[src/cpu_defines.svh]
/*
 * global cpu parameters.
 * address width and vector table base width.
 * exception handler offsets within the vector table.
 */

`ifndef CPU_DEFINES_SVH
`define CPU_DEFINES_SVH

// ##########################################################
// widths.
// ##########################################################

// byte address width of the core.
`define CPU_ADDR_WIDTH		32

// vector table base, aligned to a 1 kbyte boundary.
`define CPU_IVTBASE_WIDTH	(`CPU_ADDR_WIDTH - 10)

// ##########################################################
// exception vector offsets.
// ##########################################################

// handler slots are 0x40 bytes apart.
`define CPU_EXVECT_RESET	10'h000
`define CPU_EXVECT_BUSERR	10'h040
`define CPU_EXVECT_OVERFL	10'h080
`define CPU_EXVECT_ADDRERR	10'h0c0
`define CPU_EXVECT_RESVDI	10'h100
`define CPU_EXVECT_BREAK	10'h140
`define CPU_EXVECT_SYSCALL	10'h180
`define CPU_EXVECT_HWINTR	10'h1c0

`endif
[src/cpu_pkg.sv]
/*
 * shared cpu types.
 * exception codes, stage error flags, pipeline control and nullify flags.
 * exception bundle and coprocessor 0 register select.
 * coprocessor 0 write word with its status and vector base views.
 */

`default_nettype none

`include "cpu_defines.svh"

package cpu_pkg;

	// exception cause codes, also the CAUSE register encoding.
	typedef enum logic [2:0] {
		EX_NONE,
		EX_BUSERR,
		EX_OVERFL,
		EX_ADDRERR,
		EX_RESVDI,
		EX_BREAK,
		EX_SYSCALL,
		EX_HWINTR
	} ex_code_t;

	// error flags, suffix gives the stage that raises them.
	typedef struct packed {
		logic bus_p0;
		logic addr_p0;
		logic decode_p1;
		logic overfl_p2;
		logic addr_p2;
		logic syscall_p2;
		logic break_p2;
		logic bus_p3;
		logic addr_p3;
	} stage_err_t;

	// stall and jump flags from the control unit.
	typedef struct packed {
		logic fetch_stall;
		logic exec_stall;
		logic mem_stall;
		logic jump_valid;
	} pipe_ctl_t;

	// result nullify per stage.
	typedef struct packed {
		logic fetch;
		logic decode;
		logic execute;
		logic mem;
		logic wb;
	} nullify_t;

	// exception bundle, start and code are combinational, valid and haddr registered.
	typedef struct packed {
		logic start;
		logic dly_slt;
		logic valid;
		ex_code_t code;
		logic [`CPU_ADDR_WIDTH-1:0] haddr;
	} except_t;

	// coprocessor 0 register select.
	typedef enum logic [1:0] {
		COP0_STATUS,
		COP0_IVTBASE,
		COP0_EPC,
		COP0_CAUSE
	} cop0_sel_t;

	// STATUS layout.
	typedef struct packed {
		logic [`CPU_ADDR_WIDTH-3:0] rsvd;
		logic ie_prev;
		logic ie;
	} cop0_status_t;

	// IVTBASE layout, low bits always zero.
	typedef struct packed {
		logic [`CPU_IVTBASE_WIDTH-1:0] base;
		logic [`CPU_ADDR_WIDTH-`CPU_IVTBASE_WIDTH-1:0] zero;
	} cop0_ivt_t;

	// one data word, decoded by the selected register.
	typedef union packed {
		cop0_status_t status;
		cop0_ivt_t ivt;
	} cop0_word_u;

	// single-cycle write strobe with target and data.
	typedef struct packed {
		logic valid;
		cop0_sel_t sel;
		cop0_word_u word;
	} cop0_wr_t;

endpackage

`default_nettype wire

[src/coproc0.sv]
/*
 * coprocessor 0 top level.
 * exceptions and interrupts unit plus register bank.
 */

`timescale 1ns/100ps
`default_nettype none

`include "cpu_defines.svh"

module coproc0 import cpu_pkg::*; (
	input wire logic clk,
	input wire logic nrst,
	// external interrupt, already synchronous.
	input wire logic i_intr,
	// control unit flags.
	input wire pipe_ctl_t i_ctl,
	// stage error flags.
	input wire stage_err_t i_err,
	// memory stage pc.
	input wire logic [`CPU_ADDR_WIDTH-1:0] i_pc_p3,
	// software access.
	input wire cop0_wr_t i_wr,
	input wire logic i_rfe,
	input wire cop0_sel_t i_rd_sel,
	// redirect and flush.
	output except_t o_except,
	output nullify_t o_nullify,
	output logic [`CPU_ADDR_WIDTH-1:0] o_rdata
);

	// vector base and interrupt enable feed the unit.
	logic [`CPU_IVTBASE_WIDTH-1:0] ivtbase;
	logic ie;

	// exception bundle feeds the bank and the outputs.
	except_t except;

	// ##########################################################
	// exceptions and interrupts unit.
	// ##########################################################

	coproc0_eiu u_eiu (
		.clk(clk),
		.nrst(nrst),
		.i_intr(i_intr),
		.i_ctl(i_ctl),
		.i_err(i_err),
		.i_ivtbase(ivtbase),
		.i_ie(ie),
		.o_except(except),
		.o_nullify(o_nullify)
	);

	// ##########################################################
	// register bank.
	// ##########################################################

	coproc0_regs u_regs (
		.clk(clk),
		.nrst(nrst),
		.i_ctl(i_ctl),
		.i_except(except),
		.i_pc_p3(i_pc_p3),
		.i_wr(i_wr),
		.i_rfe(i_rfe),
		.i_rd_sel(i_rd_sel),
		.o_ivtbase(ivtbase),
		.o_ie(ie),
		.o_rdata(o_rdata)
	);

	assign o_except = except;

endmodule

`default_nettype wire

[src/coproc0_regs.sv]
/*
 * coprocessor 0 register bank.
 * STATUS interrupt enable stack, IVTBASE, EPC and CAUSE.
 * software writes, exception capture, rfe and read mux.
 */

`timescale 1ns/100ps
`default_nettype none

`include "cpu_defines.svh"

module coproc0_regs import cpu_pkg::*; (
	input wire logic clk,
	input wire logic nrst,
	input wire pipe_ctl_t i_ctl,
	input wire except_t i_except,
	input wire logic [`CPU_ADDR_WIDTH-1:0] i_pc_p3,
	input wire cop0_wr_t i_wr,
	input wire logic i_rfe,
	input wire cop0_sel_t i_rd_sel,
	output logic [`CPU_IVTBASE_WIDTH-1:0] o_ivtbase,
	output logic o_ie,
	output logic [`CPU_ADDR_WIDTH-1:0] o_rdata
);

	logic core_stall;
	logic exc_push;
	logic wr_status, wr_ivtbase;
	logic ie, ie_prev;
	logic [`CPU_IVTBASE_WIDTH-1:0] ivtbase;
	logic [`CPU_ADDR_WIDTH-1:0] epc;
	ex_code_t cause_code;
	logic cause_bd;
	cop0_word_u status_word, ivt_word;

	assign core_stall = i_ctl.fetch_stall | i_ctl.exec_stall | i_ctl.mem_stall;

	// the memory stage only commits when the pipeline moves.
	assign exc_push = i_except.start & ~core_stall;

	// writes act regardless of stall.
	assign wr_status = i_wr.valid & (i_wr.sel == COP0_STATUS);
	assign wr_ivtbase = i_wr.valid & (i_wr.sel == COP0_IVTBASE);

	// ##########################################################
	// status and vector base.
	// ##########################################################

	// exception push beats a same-cycle write or rfe.
	always_ff @(posedge clk or negedge nrst)
	begin
		if (!nrst)
		begin
			ie <= 1'b0;
			ie_prev <= 1'b0;
		end
		else if (exc_push)
		begin
			ie_prev <= ie;
			ie <= 1'b0;
		end
		else if (wr_status)
		begin
			ie <= i_wr.word.status.ie;
			ie_prev <= i_wr.word.status.ie_prev;
		end
		else if (i_rfe)
			ie <= ie_prev;
	end

	always_ff @(posedge clk or negedge nrst)
	begin
		if (!nrst)
			ivtbase <= '0;
		else if (wr_ivtbase)
			ivtbase <= i_wr.word.ivt.base;
	end

	// ##########################################################
	// exception capture.
	// ##########################################################

	// EPC and CAUSE are only loaded by hardware.
	always_ff @(posedge clk or negedge nrst)
	begin
		if (!nrst)
		begin
			epc <= '0;
			cause_code <= EX_NONE;
			cause_bd <= 1'b0;
		end
		else if (exc_push)
		begin
			// restart at the branch when the fault is in its delay slot.
			epc <= i_except.dly_slt ? i_pc_p3 - `CPU_ADDR_WIDTH'(4) : i_pc_p3;
			cause_code <= i_except.code;
			cause_bd <= i_except.dly_slt;
		end
	end

	// read views built through the union.
	always_comb
	begin
		status_word.status.rsvd = '0;
		status_word.status.ie_prev = ie_prev;
		status_word.status.ie = ie;
		ivt_word.ivt.base = ivtbase;
		ivt_word.ivt.zero = '0;
	end

	// CAUSE has BD at the top and the code at bits 4:2.
	always_comb
	begin
		case (i_rd_sel)
			COP0_STATUS: o_rdata = status_word;
			COP0_IVTBASE: o_rdata = ivt_word;
			COP0_EPC: o_rdata = epc;
			default: o_rdata = {cause_bd, {(`CPU_ADDR_WIDTH-6){1'b0}}, cause_code, 2'b00};
		endcase
	end

	assign o_ivtbase = ivtbase;
	assign o_ie = ie;

endmodule

`default_nettype wire

[src/coproc0_eiu.sv]
/*
 * coprocessor 0 exceptions and interrupts unit.
 * per-stage exception codes, bubble and delay slot tracking.
 * external interrupt capture with re-entry suppression.
 * cause priority, nullify flags and handler address.
 */

`timescale 1ns/100ps
`default_nettype none

`include "cpu_defines.svh"

module coproc0_eiu import cpu_pkg::*; (
	input wire logic clk,
	input wire logic nrst,
	input wire logic i_intr,
	input wire pipe_ctl_t i_ctl,
	input wire stage_err_t i_err,
	input wire logic [`CPU_IVTBASE_WIDTH-1:0] i_ivtbase,
	input wire logic i_ie,
	output except_t o_except,
	output nullify_t o_nullify
);

	// handler offset of a cause.
	function automatic logic [9:0] vect_offs(input ex_code_t code);
		case (code)
			EX_BUSERR: vect_offs = `CPU_EXVECT_BUSERR;
			EX_OVERFL: vect_offs = `CPU_EXVECT_OVERFL;
			EX_ADDRERR: vect_offs = `CPU_EXVECT_ADDRERR;
			EX_RESVDI: vect_offs = `CPU_EXVECT_RESVDI;
			EX_BREAK: vect_offs = `CPU_EXVECT_BREAK;
			EX_SYSCALL: vect_offs = `CPU_EXVECT_SYSCALL;
			EX_HWINTR: vect_offs = `CPU_EXVECT_HWINTR;
			default: vect_offs = `CPU_EXVECT_RESET;
		endcase
	endfunction

	logic core_stall;
	ex_code_t ex_p1, ex_p2, ex_p3;
	logic bubble_p1, bubble_p2;
	logic dly_p2, dly_p3;
	logic intr_latch, intr_valid, intr_pend;
	logic intr_reg_p3, intr_reg_p4, intr_reg;
	logic intr_take;
	logic ex_state_p0, ex_state_p1, ex_state_p2, ex_state_p3;
	ex_code_t code_p3;
	logic except_valid;
	logic [`CPU_ADDR_WIDTH-1:0] except_haddr;

	// any stall holds the whole pipeline.
	assign core_stall = i_ctl.fetch_stall | i_ctl.exec_stall | i_ctl.mem_stall;

	// interrupt taken in one of the two previous slots.
	assign intr_reg = intr_reg_p3 | intr_reg_p4;

	// interrupt goes in at execute, only on a real instruction.
	assign intr_take = intr_valid & ~bubble_p2 & ~intr_reg;

	// ##########################################################
	// stage exception state.
	// ##########################################################

	assign ex_state_p0 = i_err.bus_p0 | i_err.addr_p0;
	assign ex_state_p1 = (ex_p1 != EX_NONE) | i_err.decode_p1;
	assign ex_state_p2 = (ex_p2 != EX_NONE) | i_err.overfl_p2 | i_err.addr_p2 |
		i_err.syscall_p2 | i_err.break_p2 | intr_take;
	assign ex_state_p3 = (ex_p3 != EX_NONE) | i_err.bus_p3 | i_err.addr_p3;

	// flush everything younger than the oldest faulting stage.
	assign o_nullify.fetch = ex_state_p0 | ex_state_p1 | ex_state_p2 | ex_state_p3;
	assign o_nullify.decode = ex_state_p0 | ex_state_p1 | ex_state_p2 | ex_state_p3;
	assign o_nullify.execute = ex_state_p1 | ex_state_p2 | ex_state_p3;
	assign o_nullify.mem = ex_state_p2 | ex_state_p3;
	assign o_nullify.wb = ex_state_p3;

	// fresh memory stage errors win over the carried code.
	always_comb
	begin
		if (i_err.bus_p3)
			code_p3 = EX_BUSERR;
		else if (i_err.addr_p3)
			code_p3 = EX_ADDRERR;
		else
			code_p3 = ex_p3;
	end

	// ##########################################################
	// decode and execute stages.
	// ##########################################################

	always_ff @(posedge clk or negedge nrst)
	begin
		if (!nrst)
		begin
			ex_p1 <= EX_NONE;
			bubble_p1 <= 1'b0;
			ex_p2 <= EX_NONE;
			bubble_p2 <= 1'b0;
			dly_p2 <= 1'b0;
		end
		else if (!core_stall)
		begin
			// fetch errors, bus error first.
			if (i_err.bus_p0)
				ex_p1 <= EX_BUSERR;
			else if (i_err.addr_p0)
				ex_p1 <= EX_ADDRERR;
			else
				ex_p1 <= EX_NONE;
			// flushed or jumped-over fetch slots are bubbles.
			bubble_p1 <= o_nullify.fetch | i_ctl.jump_valid | except_valid;
			// a decode error overrides what came from fetch.
			ex_p2 <= i_err.decode_p1 ? EX_RESVDI : ex_p1;
			bubble_p2 <= bubble_p1;
			dly_p2 <= i_ctl.jump_valid;
		end
	end

	// ##########################################################
	// memory and writeback stages.
	// ##########################################################

	always_ff @(posedge clk or negedge nrst)
	begin
		if (!nrst)
		begin
			ex_p3 <= EX_NONE;
			dly_p3 <= 1'b0;
			intr_reg_p3 <= 1'b0;
			intr_reg_p4 <= 1'b0;
			except_valid <= 1'b0;
			except_haddr <= '0;
		end
		else if (!core_stall)
		begin
			// interrupt first, then execute stage errors.
			if (intr_take)
				ex_p3 <= EX_HWINTR;
			else if (i_err.overfl_p2)
				ex_p3 <= EX_OVERFL;
			else if (i_err.addr_p2)
				ex_p3 <= EX_ADDRERR;
			else if (i_err.syscall_p2)
				ex_p3 <= EX_SYSCALL;
			else if (i_err.break_p2)
				ex_p3 <= EX_BREAK;
			else
				ex_p3 <= ex_p2;
			dly_p3 <= dly_p2;
			intr_reg_p3 <= intr_take;
			intr_reg_p4 <= intr_reg_p3;
			// redirect one cycle after the memory stage commits.
			except_valid <= ex_state_p3;
			if (ex_state_p3)
				except_haddr <= {i_ivtbase, vect_offs(code_p3)};
		end
	end

	// ##########################################################
	// external interrupt capture.
	// ##########################################################

	// sampling goes on while stalled.
	assign intr_pend = intr_latch | (i_intr & i_ie & ~intr_valid);

	always_ff @(posedge clk or negedge nrst)
	begin
		if (!nrst)
		begin
			intr_latch <= 1'b0;
			intr_valid <= 1'b0;
		end
		else if (core_stall)
			intr_latch <= intr_pend;
		else
		begin
			intr_latch <= 1'b0;
			intr_valid <= intr_pend & ~intr_reg;
		end
	end

	// exception bundle.
	assign o_except.start = ex_state_p3;
	assign o_except.dly_slt = dly_p3;
	assign o_except.valid = except_valid;
	assign o_except.code = code_p3;
	assign o_except.haddr = except_haddr;

endmodule

`default_nettype wire

[config.mk]
export PLATFORM = sky130hd
export DESIGN_NAME = coproc0
export DESIGN_NICKNAME = d
export VERILOG_FILES = /design/src/cpu_pkg.sv /design/src/coproc0.sv /design/src/coproc0_regs.sv /design/src/coproc0_eiu.sv
export VERILOG_INCLUDE_DIRS = /design/src /design/src/src
export SDC_FILE = /design/constraint.sdc
export NUM_CORES = 1
export LEC_CHECK = 0
export ABC_AREA = 1
export BUFFER_PORTS_ARGS = -buffer_cell sky130_fd_sc_hd__buf_4
export CORE_MARGIN = 2
export CORE_UTILIZATION = 50
export CTS_CLUSTER_SIZE = 20
export DETAILED_ROUTE_END_ITERATION = 10
export PLACE_DENSITY_LB_ADDON = 0.2
export SLEW_MARGIN = 20
export SYNTH_ARGS = -nofsm -noshare
export SYNTH_HDL_FRONTEND = slang
export SYNTH_HIERARCHICAL = 1
export SYNTH_SLANG_ARGS = --single-unit
[constraint.sdc]
create_clock -name clk -period 1.8 [get_ports clk]
set_input_delay 0.36 -clock clk [delete_from_list [all_inputs] [get_ports clk]]
set_output_delay 0.36 -clock clk [all_outputs]
set_load 0.05 [all_outputs]
Word level (Yosys, flattened, before mapping)
Index checks and enable logic that the tools add are counted.
{"block": "totals", "regBits": 110, "in_bits": 86, "out_inout_bits": 75, "word_cells": 90}
{"block": "op_classes", "n_addsub": 1, "n_eq_ne": 10, "muxes": 19, "bitwise_logic": 33, "reduce_logical": 8}
{"cell": "32-bit case mux with 3 select lines", "n": 1}
{"cell": "9-bit case mux with 7 select lines", "n": 1}
{"cell": "32-bit 2-to-1 mux", "n": 1}
{"cell": "32-bit by 3-bit subtractor with 32-bit output (second input constant)", "n": 1}
{"cell": "3-bit 2-to-1 mux", "n": 9}
{"cell": "1-bit OR", "n": 21}
{"cell": "3-bit == test (second input constant)", "n": 4}
{"cell": "3-bit nonzero test", "n": 4}
{"cell": "1-bit bitwise AND", "n": 8}
{"cell": "3-bit by 2-bit == test with 1-bit output (second input constant)", "n": 2}
{"cell": "1-bit 2-to-1 mux", "n": 6}
{"cell": "2-bit by 1-bit == test with 1-bit output (second input constant)", "n": 2}
{"cell": "2-bit zero test", "n": 2}
{"cell": "1-bit NOT", "n": 4}
{"cell": "3-bit by 1-bit == test with 1-bit output (second input constant)", "n": 1}
{"cell": "2-bit == test (second input constant)", "n": 1}
{"cell": "2-bit 2-to-1 mux", "n": 1}
{"cell": "2-bit AND reduction", "n": 1}
{"cell": "2-bit nonzero test", "n": 1}

Longest topological paths before layout
{"block": "depth", "depth_word": 10, "depth_mapped": 12, "depth_no_buf": 12}

Modules after synthesis
The synthesis kept the hierarchy.
{"module": "coproc0_regs", "instances": 1, "cells_per_inst": 472, "area_each_um2": 3594.7, "seq_area_each_um2": 1501.4}
{"module": "coproc0_eiu", "instances": 1, "cells_per_inst": 226, "area_each_um2": 1984.4, "seq_area_each_um2": 1051.0}

Least setup slack after synthesis
OpenSTA, ideal clock, no wires.
{"block": "synth_timing", "path_type": "input to output", "startpoint": "input i_rd_sel[1]", "endpoint": "output o_rdata[14]", "arrival_time_ns": 1.835, "t_required_ns": 1.440, "setup_slack_ns": -0.395, "path_stages": 5, "path_buffers": 1, "cell_sequence": "inv_1 > nor2_1 > inv_1 > clkbuf_1 > o21ai_0"}
{"block": "synth_between", "elab_chain_len": 2, "word_cells_on_any_way": 4, "classes_between": "eq/ne: 2; mux: 1; reduce/logical: 1"}
{"item": "start: declaration", "line_no": "coproc0.sv:25", "text": "input wire cop0_sel_t i_rd_sel,"}
{"item": "2-bit == test (tied with other cells)", "line_no": "coproc0_regs.sv:114", "text": "case (i_rd_sel)"}
{"item": "32-bit case mux with 3 select lines *", "line_no": "coproc0_regs.sv:114"}
{"item": "end: declaration", "line_no": "coproc0.sv:29", "text": "output logic [`CPU_ADDR_WIDTH-1:0] o_rdata"}
Mark *: on every way between the ends. The rest lies on a longest branch, timed or not.

==> run_results.csv <==
group,metric,value,unit
run_status,outcome,"finished, violations left",
run_status,violations,"setup timing",
sta,fin_ws,-0.141,ns
power_and_ir_drop,ir_drop,503,uV
finish,fin_area,7090,um^2
detailed_routing,post_drt_wl_per_cell,14.9,um
synthesis,syn_area_per_cell,7.99,um^2
worst_setup_path,endpoint_kind,"output pin",
synthesis,synth_top_cell_area_share,45.8,%
sta,fin_tns_setup,-0.309,ns
synthesis,synthCells,698,
synthesis,ys_seq_area_share,45.8,%
worst_setup_path,ff2ff_setup_slack,0.19,ns
sta,hold_ws,0.198,ns
finish,layout.area.seq,2550,um^2
grt,grt_usage,25.7,%
synthesis,syn-cell-area,5580,um^2
placement,dpl-instance-area,6820,um^2
power_and_ir_drop,clkPwrFrac,21.9,%
synthesis,synthArstFlopShare,100,%
detailed_routing,dr_total_vias,5109,
finish,syn_to_final_growth,27.0,%
power_and_ir_drop,seqPwrFrac,44.1,%
clocking,cts_sinks,102,
synthesis,synth_flop_cell,"dfrtp_1",
detailed_routing,viasPerCell,5.16,
floorplanning,rows,38,
floorplanning,die_h,110,um
power_and_ir_drop,p_sw,2.64,mW
hold_path,hold_class,"in -> reg",
sta,finClkSkew,0.0107,ns
synthesis,yosysWarnings,6,
floorplanning,ios,161,
detailed_routing,totalWireLength,14.8,mm
synthesis,synth_edf_count,0,
power_and_ir_drop,swShare,38.6,%
sta,rsz0062_at_grt,"true",
detailed_routing,drc,0,
synthesis,ys_top_cells_by_area,"dfrtp_1, nand2_1, nor2_1",
worst_setup_path,path_cells,"nor2_2 -> nand2_1 -> nor2_2 -> nand2_2 -> nor2_4 -> nand4_1 -> buf_6",
worst_setup_path,cp-start-kind,"flip-flop",
detailed_routing,final_antenna_net_count,0,
grt,grt_max_degree,37,
power_and_ir_drop,p_comb_share,33.9,%
floorplanning,die-area,12000,um^2
detailed_routing,drt_first_pass_iters,5,
placement,port_buffers,145,
finish,multi_input_area,2570,um^2
placement,routabilityCongestion,0.929,
detailed_routing,first_iter_violations,389,
finish,fin_util,65.4,%
finish,fill_cells,968,
worst_setup_path,arrival,1.58,ns
power_and_ir_drop,p_int,4.20,mW
power_and_ir_drop,p_leak,3.68,nW
synthesis,synth_top_cell_by_area,"dfrtp_1",
clocking,clkTransAtPathRegs,0.10,ns
clocking,clk_latency,0.37,ns
flow_run,drv_cap,0,
clocking,htree_levels,3,
worst_setup_path,cp_max_fo,3,
worst_setup_path,worstPathRequired,1.44,ns
worst_setup_path,cpMostUsedCell,"nor2_2",
sta,finalCritPeriodShare,108,%
clocking,cts_buffer_depth,2,
clocking,cts_tree,"built",
sta,min_period,1.94,ns
power_and_ir_drop,p_per_area,965,nW/um^2
sta,fmax,515,MHz
placement,hpwl,11.4,mm
sta,finalSetupViolCount,4,
grt,grt_pass1_vias,4916,
clocking,numCtsBuffers,9,
synthesis,synth_cell_type_count,41,
finish,antenna-diode-count,0,
synthesis,ys_ff_latch,102,
floorplanning,start_util,51.5,%
sta,hold_viol,0,
clocking,clockRootBuffer,"clkbuf_8",
synthesis,netlist_top_cells_count,"nand2_1, dfrtp_1, nor2_1, inv_1, nand3_1",
floorplanning,die_w,110,um
finish,nets,934,
finish,layout-drive-gt1-share,30.3,%
grt,grt_pass1_wl,23.7,mm
worst_setup_path,crit_type,"reg -> out",
sta,final_max_slew_viol_count,0,
worst_setup_path,cp_slowest_stage_delay,0.41,ns
floorplanning,coreArea,10800,um^2
synthesis,synth_most_common_cell,"nand2_1",
grt,overflow,0,
grt,antenna_found_initial,0,
worst_setup_path,cpMaxStageDelayCell,"dfrtp_1",
-- kinds of logic (layout without fill, tap and decap cells) --
family                     Yosys count  count (layout)  synth area share [%]
AOI/OAI and AO/OA                   71              71                  8.01
xor gates and xnor gates             4               4                 0.628
adders and majority gates            1               1                 0.224
buffers and inverters              106             253                  9.37
DFF                                102             102                  45.8
muxes                               22              22                  4.44
other                                1               7                0.0672
and+or+nand+nor                    391             391                  31.5
-- flip-flops by register name, summed over array words and instances, names as in the netlist, 2 cells and up --
register,count
u_eiu/ex_p1,2
u_eiu/ex_p2,3
u_eiu/ex_p3,3
u_eiu/except_haddr,25
u_regs/cause_code,3
u_regs/epc,32
u_regs/o_ivtbase,22
-- per-stage QoR --
| step | setup WS (ns) | total power [mW] | cells |
|---|---|---|---|
| after floorplan | -0.208 | 4.56 | 704 |
| after global placement | 0.0772 | 5.31 | 971 |
| after detailed placement | 0.0554 | 5.37 | 971 |
| after CTS | -0.150 | 6.87 | 989 |
| after global routing | -0.274 | 7.20 | 991 |
| final | -0.141 | 6.84 | 991 |
-- area by class of cell --
class                   instances  share of cell area (%)
repair buffers                164                    18.3
inverters                      74                    4.10
clock inverters                 4                   0.794
flip-flops and latches        102                    36.0
clock buffers                  11                    1.99
multi-input cells             496                    36.3
well taps                     140                    2.47
-- metal layers --
metal  part of all wire, %  vias up  GRT usage, %
li1                      -     2510             -
met4                   1.4        0          7.87
met1                    44     2403          34.3
met5                     0        -             0
met3                   6.3       16          4.33
met2                    49      180          43.0
-- critical path, delay by kind of cell (launching register included) --
family,cells,cell delay [ns]
buf+inv,1,0.18
simple gates,6,0.61
flops,1,0.41
-- power groups by stage --
stage	sequential, mW	combinational [mW]	clock (mW)
after global routing	3.07	2.50	1.62
after global placement	3.04	2.27	0
after CTS	3.02	2.33	1.53
after floorplan	3.43	1.13	0
final	3.02	2.32	1.50
after detailed placement	3.06	2.31	0
-- what timing repair did --
| item | CTS | global route |
|---|---|---|
| endpoints found under the hold margin | 33 | 0 |
| endpoints found under the setup margin | 4 | 5 |
| hold buffers | 1 | 0 |
| pin swaps | 2 | 3 |
| buffers inserted | 2 | 2 |
| gates resized for setup | 6 | 6 |
-- placed cells by master, fill, tap and decap left out, types with 4 or more instances in the layout --
cell type,synthesis,final
nand3_1,47,47
dfrtp_1,102,102
inv_1,67,66
mux2_2,22,22
nor2_2,6,9
a21oi_1,5,5
inv_2,4,5
nand4_1,10,10
o21ai_0,26,21
nor2_1,76,72
conb_1,1,7
nand2_1,214,211
nand2_2,16,19
a22o_1,16,16
o21ai_2,0,4
buf_12,1,4
a31oi_1,6,6
buf_4,14,155
o21ai_1,8,9
or2_2,4,4
buf_6,3,4
nor2_4,6,7
xor2_1,4,4
clkbuf_8,0,10
-- final timing paths --
path | start | end | depth (start not counted)
max | u_eiu/ex_p2[0] | o_nullify[2] | 7
min | i_ctl[0] | u_eiu/dly_p2 | 3
max reg2reg | u_eiu/dly_p3 | u_regs/epc[15] | 7
min reg2reg | u_eiu/except_haddr[23] | u_eiu/except_haddr[23] | 2
max in group asynchronous | nrst | u_eiu/ex_p3[1] | 3
min in group asynchronous | nrst | u_regs/o_ivtbase[4] | 2
Power figures use the tool's default switching activity.
